**config.mk**
```make
export PLATFORM = sky130hd
export DESIGN_NAME = rob_top
export DESIGN_NICKNAME = d
export VERILOG_FILES = /design/src/design/rob_pkg.sv /design/src/design/rob_dispatch.sv /design/src/design/rob_buffer.sv /design/src/design/rob_commit.sv /design/src/design/rob_top.sv
export SDC_FILE = /design/constraint.sdc
export NUM_CORES = 1
export LEC_CHECK = 0
export ABC_AREA = 0
export BUFFER_PORTS_ARGS = -buffer_cell sky130_fd_sc_hd__clkbuf_2
export CAP_MARGIN = 40
export CORE_MARGIN = 5
export CORE_UTILIZATION = 46
export DETAILED_ROUTE_END_ITERATION = 10
export HOLD_SLACK_MARGIN = 0.1
export PLACE_DENSITY = 0.66
export SLEW_MARGIN = 25
export SYNTH_ARGS = -nofsm -noshare
export SYNTH_HDL_FRONTEND = slang
export SYNTH_SLANG_ARGS = --single-unit
```
**constraint.sdc**
```tcl
create_clock -name clk -period 5.19 [get_ports clk]
set_clock_uncertainty 0.05 [all_clocks]
set_input_delay 0.7785 -clock clk [delete_from_list [all_inputs] [get_ports clk]]
set_output_delay 0.7785 -clock clk [all_outputs]
set_load 0.02 [all_outputs]
```
**src/design/rob_pkg.sv**
```systemverilog
package rob_pkg;

    // buffer geometry
    localparam int rob_depth = 8;
    localparam int tag_w = 3;

    // architectural field widths
    localparam int reg_w = 5;
    localparam int data_w = 32;
    localparam int addr_w = 32;

    // instruction class carried with each entry
    typedef enum logic [1:0] {
        // writes its result to rd
        op_alu = 2'd0,
        // released to the store unit, no register write
        op_store = 2'd1,
        // writes link value to rd, checked against prediction
        op_branch = 2'd2
    } rob_op_e;

    // input side four-phase handshake
    typedef enum logic {
        disp_idle,
        disp_ack_high
    } dispatch_state_e;

    // output side four-phase handshake
    typedef enum logic [1:0] {
        cm_idle,
        cm_req_high,
        cm_wait_ack_low
    } commit_state_e;

endpackage

```
**src/design/rob_dispatch.sv**
```systemverilog
`timescale 1ns/1ps

module rob_dispatch (
    input  logic clk,
    input  logic rst_n,
    input  logic disp_req,
    input  logic full,
    input  logic flush,
    output logic disp_ack,
    output logic alloc_en
);

    rob_pkg::dispatch_state_e state;
    rob_pkg::dispatch_state_e state_next;

    // take a new request only from idle, with room and no flush in flight
    assign alloc_en = (state == rob_pkg::disp_idle) && disp_req && !full && !flush;

    // ack follows the state, so it rises on the allocation edge
    assign disp_ack = (state == rob_pkg::disp_ack_high);

    always_comb begin
        state_next = state;
        case (state)
            rob_pkg::disp_idle: begin
                if (alloc_en) begin
                    state_next = rob_pkg::disp_ack_high;
                end
            end
            rob_pkg::disp_ack_high: begin
                // hold ack until the source drops its request
                if (!disp_req) begin
                    state_next = rob_pkg::disp_idle;
                end
            end
            default: begin
                state_next = rob_pkg::disp_idle;
            end
        endcase
    end

    always_ff @(posedge clk) begin
        if (!rst_n) begin
            state <= rob_pkg::disp_idle;
        end else begin
            state <= state_next;
        end
    end

endmodule

```
**src/design/rob_buffer.sv**
```systemverilog
`timescale 1ns/1ps

module rob_buffer (
    input  logic                       clk,
    input  logic                       rst_n,
    // allocation from the input side
    input  logic                       alloc_en,
    input  rob_pkg::rob_op_e           alloc_op,
    input  logic [rob_pkg::reg_w-1:0]  alloc_rd,
    input  logic                       alloc_pred_taken,
    output logic [rob_pkg::tag_w-1:0]  alloc_tag,
    output logic                       full,
    // completion write-back
    input  logic                       cmp_valid,
    input  logic [rob_pkg::tag_w-1:0]  cmp_tag,
    input  logic [rob_pkg::data_w-1:0] cmp_data,
    input  logic                       cmp_taken,
    input  logic [rob_pkg::addr_w-1:0] cmp_next_pc,
    // head view and control from the output side
    input  logic                       retire,
    input  logic                       flush,
    output logic                       head_ready,
    output logic [rob_pkg::tag_w-1:0]  head_tag,
    output rob_pkg::rob_op_e           head_op,
    output logic [rob_pkg::reg_w-1:0]  head_rd,
    output logic [rob_pkg::data_w-1:0] head_data,
    output logic                       head_mispredict,
    output logic [rob_pkg::addr_w-1:0] head_next_pc
);

    // per-entry status
    logic [rob_pkg::rob_depth-1:0] occupied;
    logic [rob_pkg::rob_depth-1:0] done;

    // per-entry payload
    rob_pkg::rob_op_e           op_q      [rob_pkg::rob_depth];
    logic [rob_pkg::reg_w-1:0]  rd_q      [rob_pkg::rob_depth];
    logic [rob_pkg::data_w-1:0] data_q    [rob_pkg::rob_depth];
    logic                       pred_q    [rob_pkg::rob_depth];
    logic                       actual_q  [rob_pkg::rob_depth];
    logic [rob_pkg::addr_w-1:0] next_pc_q [rob_pkg::rob_depth];

    logic [rob_pkg::tag_w-1:0] head;
    logic [rob_pkg::tag_w-1:0] tail;
    logic [rob_pkg::tag_w:0]   count;
    logic                      cmp_hit;

    // stale tags from before a flush find no occupied slot
    assign cmp_hit = cmp_valid && occupied[cmp_tag];

    assign full = (count == (rob_pkg::tag_w + 1)'(rob_pkg::rob_depth));

    always_ff @(posedge clk) begin
        if (!rst_n) begin
            occupied <= '0;
            done     <= '0;
            head     <= '0;
            tail     <= '0;
            count    <= '0;
        end else if (flush) begin
            // drop everything, restart tags at zero
            occupied <= '0;
            done     <= '0;
            head     <= '0;
            tail     <= '0;
            count    <= '0;
        end else begin
            if (alloc_en) begin
                occupied[tail] <= 1'b1;
                done[tail]     <= 1'b0;
                tail           <= tail + 1'b1;
            end
            if (cmp_hit) begin
                done[cmp_tag] <= 1'b1;
            end
            // retire last so it wins over a late completion to the head
            if (retire) begin
                occupied[head] <= 1'b0;
                done[head]     <= 1'b0;
                head           <= head + 1'b1;
            end
            if (alloc_en && !retire) begin
                count <= count + 1'b1;
            end else if (!alloc_en && retire) begin
                count <= count - 1'b1;
            end
        end
    end

    always_ff @(posedge clk) begin
        if (alloc_en) begin
            op_q[tail]   <= alloc_op;
            rd_q[tail]   <= alloc_rd;
            pred_q[tail] <= alloc_pred_taken;
            // tag stays visible while the input side holds ack high
            alloc_tag    <= tail;
        end
        if (cmp_hit) begin
            data_q[cmp_tag]    <= cmp_data;
            actual_q[cmp_tag]  <= cmp_taken;
            next_pc_q[cmp_tag] <= cmp_next_pc;
        end
    end

    // head view for the output side
    assign head_ready   = occupied[head] && done[head];
    assign head_tag     = head;
    assign head_op      = op_q[head];
    assign head_rd      = rd_q[head];
    assign head_data    = data_q[head];
    assign head_next_pc = next_pc_q[head];

    // only branches can mispredict
    assign head_mispredict = (op_q[head] == rob_pkg::op_branch) &&
                             (pred_q[head] != actual_q[head]);

endmodule

```
**src/design/rob_commit.sv**
```systemverilog
`timescale 1ns/1ps

module rob_commit (
    input  logic                       clk,
    input  logic                       rst_n,
    // head view from the buffer
    input  logic                       head_ready,
    input  logic [rob_pkg::tag_w-1:0]  head_tag,
    input  rob_pkg::rob_op_e           head_op,
    input  logic [rob_pkg::reg_w-1:0]  head_rd,
    input  logic [rob_pkg::data_w-1:0] head_data,
    input  logic                       head_mispredict,
    input  logic [rob_pkg::addr_w-1:0] head_next_pc,
    // commit port
    output logic                       cm_req,
    input  logic                       cm_ack,
    output logic [rob_pkg::tag_w-1:0]  cm_tag,
    output logic [rob_pkg::reg_w-1:0]  cm_rd,
    output logic [rob_pkg::data_w-1:0] cm_data,
    output logic                       cm_store,
    // back to the buffer and out to fetch
    output logic                       retire,
    output logic                       flush,
    output logic [rob_pkg::addr_w-1:0] redirect_pc
);

    rob_pkg::commit_state_e state;

    logic                       launch;
    logic                       ack_seen;
    logic                       misp_q;
    logic [rob_pkg::addr_w-1:0] next_pc_q;

    // present the head once it is done, never during a flush
    assign launch   = (state == rob_pkg::cm_idle) && head_ready && !flush;
    assign ack_seen = (state == rob_pkg::cm_req_high) && cm_ack;

    assign cm_req = (state == rob_pkg::cm_req_high);

    // a mispredicted branch is not freed, the flush clears it
    assign retire = ack_seen && !misp_q;

    always_ff @(posedge clk) begin
        if (!rst_n) begin
            state    <= rob_pkg::cm_idle;
            cm_store <= 1'b0;
            misp_q   <= 1'b0;
            flush    <= 1'b0;
        end else begin
            flush <= ack_seen && misp_q;
            case (state)
                rob_pkg::cm_idle: begin
                    if (launch) begin
                        state    <= rob_pkg::cm_req_high;
                        cm_store <= (head_op == rob_pkg::op_store);
                        misp_q   <= head_mispredict;
                    end
                end
                rob_pkg::cm_req_high: begin
                    if (cm_ack) begin
                        state <= rob_pkg::cm_wait_ack_low;
                    end
                end
                rob_pkg::cm_wait_ack_low: begin
                    // four-phase return to zero before the next request
                    if (!cm_ack) begin
                        state <= rob_pkg::cm_idle;
                    end
                end
                default: begin
                    state <= rob_pkg::cm_idle;
                end
            endcase
        end
    end

    // latched head fields, held stable through the handshake
    always_ff @(posedge clk) begin
        if (launch) begin
            cm_tag    <= head_tag;
            cm_rd     <= head_rd;
            cm_data   <= head_data;
            next_pc_q <= head_next_pc;
        end
        if (ack_seen && misp_q) begin
            redirect_pc <= next_pc_q;
        end
    end

endmodule

```
**src/design/rob_top.sv**
```systemverilog
`timescale 1ns/1ps

module rob_top (
    input  logic                       clk,
    input  logic                       rst_n,
    // dispatch port
    input  logic                       disp_req,
    input  rob_pkg::rob_op_e           disp_op,
    input  logic [rob_pkg::reg_w-1:0]  disp_rd,
    input  logic                       disp_pred_taken,
    output logic                       disp_ack,
    output logic [rob_pkg::tag_w-1:0]  disp_tag,
    // completion port
    input  logic                       cmp_valid,
    input  logic [rob_pkg::tag_w-1:0]  cmp_tag,
    input  logic [rob_pkg::data_w-1:0] cmp_data,
    input  logic                       cmp_taken,
    input  logic [rob_pkg::addr_w-1:0] cmp_next_pc,
    // commit port
    output logic                       cm_req,
    input  logic                       cm_ack,
    output logic [rob_pkg::tag_w-1:0]  cm_tag,
    output logic [rob_pkg::reg_w-1:0]  cm_rd,
    output logic [rob_pkg::data_w-1:0] cm_data,
    output logic                       cm_store,
    // redirect on misprediction
    output logic                       flush,
    output logic [rob_pkg::addr_w-1:0] redirect_pc
);

    logic                       alloc_en;
    logic                       full;
    logic                       retire;
    logic                       head_ready;
    logic [rob_pkg::tag_w-1:0]  head_tag;
    rob_pkg::rob_op_e           head_op;
    logic [rob_pkg::reg_w-1:0]  head_rd;
    logic [rob_pkg::data_w-1:0] head_data;
    logic                       head_mispredict;
    logic [rob_pkg::addr_w-1:0] head_next_pc;

    rob_dispatch u_dispatch (
        .clk      (clk),
        .rst_n    (rst_n),
        .disp_req (disp_req),
        .full     (full),
        .flush    (flush),
        .disp_ack (disp_ack),
        .alloc_en (alloc_en)
    );

    // opcode, rd and prediction go straight into the allocated slot
    rob_buffer u_buffer (
        .clk              (clk),
        .rst_n            (rst_n),
        .alloc_en         (alloc_en),
        .alloc_op         (disp_op),
        .alloc_rd         (disp_rd),
        .alloc_pred_taken (disp_pred_taken),
        .alloc_tag        (disp_tag),
        .full             (full),
        .cmp_valid        (cmp_valid),
        .cmp_tag          (cmp_tag),
        .cmp_data         (cmp_data),
        .cmp_taken        (cmp_taken),
        .cmp_next_pc      (cmp_next_pc),
        .retire           (retire),
        .flush            (flush),
        .head_ready       (head_ready),
        .head_tag         (head_tag),
        .head_op          (head_op),
        .head_rd          (head_rd),
        .head_data        (head_data),
        .head_mispredict  (head_mispredict),
        .head_next_pc     (head_next_pc)
    );

    rob_commit u_commit (
        .clk             (clk),
        .rst_n           (rst_n),
        .head_ready      (head_ready),
        .head_tag        (head_tag),
        .head_op         (head_op),
        .head_rd         (head_rd),
        .head_data       (head_data),
        .head_mispredict (head_mispredict),
        .head_next_pc    (head_next_pc),
        .cm_req          (cm_req),
        .cm_ack          (cm_ack),
        .cm_tag          (cm_tag),
        .cm_rd           (cm_rd),
        .cm_data         (cm_data),
        .cm_store        (cm_store),
        .retire          (retire),
        .flush           (flush),
        .redirect_pc     (redirect_pc)
    );

endmodule

```
==> metrics.yaml <==
status:
  run_status: "finished, final reports clean"
floorplanning:
  floorplan.core_area_um2: 59020
  ioPinCount: 160
  rows: 89
  initial_utilization_pct: 46.47
  dieHeight_um: 254.2
  fp.dieArea_um2: 64600
  horizontal_die_dimension_um: 254.2
global_routing:
  first_global_vias: 14770
  grt_pass1_wl_um: 89420
  grt_start_max_net_pins: 66
  antenna_found_initial: 9
  grt.total_usage_pct: 18.10
  gr-total-overflow: 0
worst_setup_path:
  critical_path.n_buffers_inverters: 2
  start_kind: "flip-flop"
  path_common_cell: "sky130_fd_sc_hd__buf_4"
  path_class: "reg2reg"
  path_cells: "and2_4 > buf_4 > nand2_1 > o2111a_1 > nor2_4 > buf_4"
  worst-path-max-fanout: 55
  slowest_delay_ps: 750
  worst_path_dominant_cell_family: "buffers and inverters"
  crit_slowest_cell: "sky130_fd_sc_hd__dfxtp_4"
  timing.critical_path.arrival_ps: 3430
  reg_to_reg_setup_timing_slack_ps: 1970
  crit_end_category: "flip-flop"
  timing.critical_path.required_ps: 5400
routing:
  routedWlPerCell_um: 23.66
  drt_first_pass_iters: 7
  ant_nets: 0
  viasPerCell: 5.671
  dr.first_iter.drc_count: 1171
  vias: 14240
  postRouteWirelength_um: 59390
  route.detailed.drc: 0
pwr:
  cellPowerDensity_nw_per_um2: 372.9
  seq_power_share_pct: 55.1
  power.switching_fraction_pct: 19.45
  p_int_w: 0.009486
  total_leakage_power_nw: 10.07
  p_comb_share_pct: 2.4
  power_frac_clock_pct: 42.5
  power.switching_w: 0.002291
  ir_worst_vdd_v: 0.0002187
yosys:
  yosys.area.top_type: "sky130_fd_sc_hd__edfxtp_1"
  count_of_flip_flops_with_a_built_in_enable_after_synthesis: 691
  synth_fp_nets: 1593
  leading_cell_type_by_number_of_instances_after_synthesis: "sky130_fd_sc_hd__edfxtp_1"
  synth_top_cells_by_area: "sky130_fd_sc_hd__edfxtp_1, sky130_fd_sc_hd__mux2_2, sky130_fd_sc_hd__a22oi_1, sky130_fd_sc_hd__dfxtp_1, sky130_fd_sc_hd__o221ai_1"
  ys_async_sr_fraction_pct: 0
  synth_area_um2: 27430
  synth-seq-cells: 726
  yosys_most_used_dff: "sky130_fd_sc_hd__edfxtp_1"
  ys_seq_area_share_pct: 78.21
  synth_cell_types: 54
  synth.yosys.warnings: 0
  proportion_of_netlist_area_held_by_the_largest_area_contributor_pct: 75.66
  synthesis.area_per_instance_um2: 18.21
  netlist_top_cells_count: "sky130_fd_sc_hd__edfxtp_1, sky130_fd_sc_hd__mux2_2, sky130_fd_sc_hd__a22oi_1, sky130_fd_sc_hd__nand2_1, sky130_fd_sc_hd__o221ai_1"
  synthesis.instances: 1506
run:
  timing.max_cap.violations: 0
timing:
  fmaxAchievable_mhz: 310.9
  tightestPinTransition_ps: 810.0
  setup_violations: 0
  hold_viol: 0
  post-route-min-period_ps: 3216
  grt_setup_unrepaired: "no"
  final.period_utilization_pct: 61.97
  slew_headroom_pct: 46.00
  setup_tns_ps: 0
  post-route-worst-setup-slack_ps: 1974
  timing_max_transition_violations_final: 0
cts:
  post_cts.repair.setup_buffers: 0
  cts_repair_resize_count: 0
  clk_transition_reported_paths_ps: 60
  clock_insertion_delay_worst_skew_ps: 590
  hold_buf_cts: 0
  cts_made_buffers: 75
  ctsLongestPathBuffers: 3
  tritoncts: "yes"
  cts_root_buffer: "sky130_fd_sc_hd__clkbuf_16"
  numClockSinks: 726
  cts_max_level: 3
placement:
  post_detailed_placement_cell_area_um2: 29290
  place.detailed.hpwl_um: 34510
  finalWeightedCongestion: 0.8384
  place_ws_ps: 1971
  count_of_buffers_inserted_at_the_top_level_ports: 159
  count_of_placed_standard_cells_including_taps: 2381
final_layout:
  flow.area_growth_from_synthesis_pct: 15.14
  final_net_count: 1773
  finalInstanceArea_um2: 31580
  final_cell_count_no_fill: 2510
  post_route_cells_drive_above_1_share_pct: 28.47
hold_path:
  min-delay-path-class: "reg2reg"
worst paths after layout:
kind,start,endpoint,cells after the start
setup / recovery,u_buffer.head_tag[1],u_commit.cm_data[27],6
hold / removal,u_commit.next_pc_q[13],u_commit.redirect_pc[13],0
setup reg to reg,u_buffer.head_tag[1],u_commit.cm_data[27],6
hold reg to reg,u_commit.next_pc_q[13],u_commit.redirect_pc[13],0
cells by family after synthesis:
group	Yosys count	share of synthesized area [%]
flops	726	78.21
compound gates	281	7.637
mux	224	9.302
simple gates	159	2.710
buf+inv	101	1.551
xor+xnor	9	0.2874
fa+ha+maj	6	0.3011
metal layers:
metal	up-vias	global-route usage [%]	part of all wire, %
li1	6395	-	-
met2	471	29.66	49
met4	14	6.321	2.7
met5	-	0	0.14
met3	114	3.896	6.5
met1	7241	24.35	42
through the flow:
stage                     hold WS [ps]  total power [W]  utilization [%]
final                            367.0          0.01178            53.51
after global routing             370.1          0.01218            53.50
after CTS                        366.7          0.01187            53.45
after detailed placement         355.4         0.006892            49.62
after global placement           351.6         0.006868            49.14
after floorplan                  350.3         0.006747                -
layout make-up:
class / count / area (um^2)
inverters: 13 / 66.31
flip-flops and latches: 726 / 21460
well taps: 773 / 967.2
fillers: 4678 / 27440
multi-input cells: 679 / 5597
repair buffers: 191 / 1221
diodes: 2 / 5.005
clock buffers: 98 / 1984
clock inverters: 28 / 276.5
power by group through the flow:
stage / registers (W) / logic [W] / clock network [W]
2_1_floorplan: 0.00661 / 0.000135 / 0
3_3_place_gp: 0.00661 / 0.000258 / 0
3_5_place_dp: 0.00661 / 0.000278 / 0
4_1_cts: 0.00649 / 0.000280 / 0.00510
5_1_grt: 0.00649 / 0.000311 / 0.00537
6_report: 0.00649 / 0.000278 / 0.00501
layout by cell type, fill, tap and decap left out, drive strengths merged, types with 5 or more instances in the layout:
cell type	instances
a21oi	33
a22oi	121
and2	6
and3	6
buf	32
bufinv	5
clkbuf	257
clkinv	20
dfxtp	35
edfxtp	691
ha	5
inv	14
mux2	177
mux2i	40
mux4	7
nand2	71
nor2	42
nor2b	12
o21a	15
o21ai	21
o221ai	52
o22a	16
o32ai	5
xnor2	5
flip-flops by register name, indices dropped and copies added, names as in the netlist, 5 cells and up, named ones only:
register and cells:
u_buffer.occupied 8, u_buffer.rd_q 40, u_buffer.next_pc_q 256, u_commit.cm_data 32
u_commit.redirect_pc 32, u_commit.cm_rd 5, u_commit.next_pc_q 32, u_buffer.done 8
u_buffer.op_q 16, u_buffer.actual_q 8, u_buffer.data_q 256, u_buffer.pred_q 8
No activity file was read; power rests on OpenSTA's default activity.
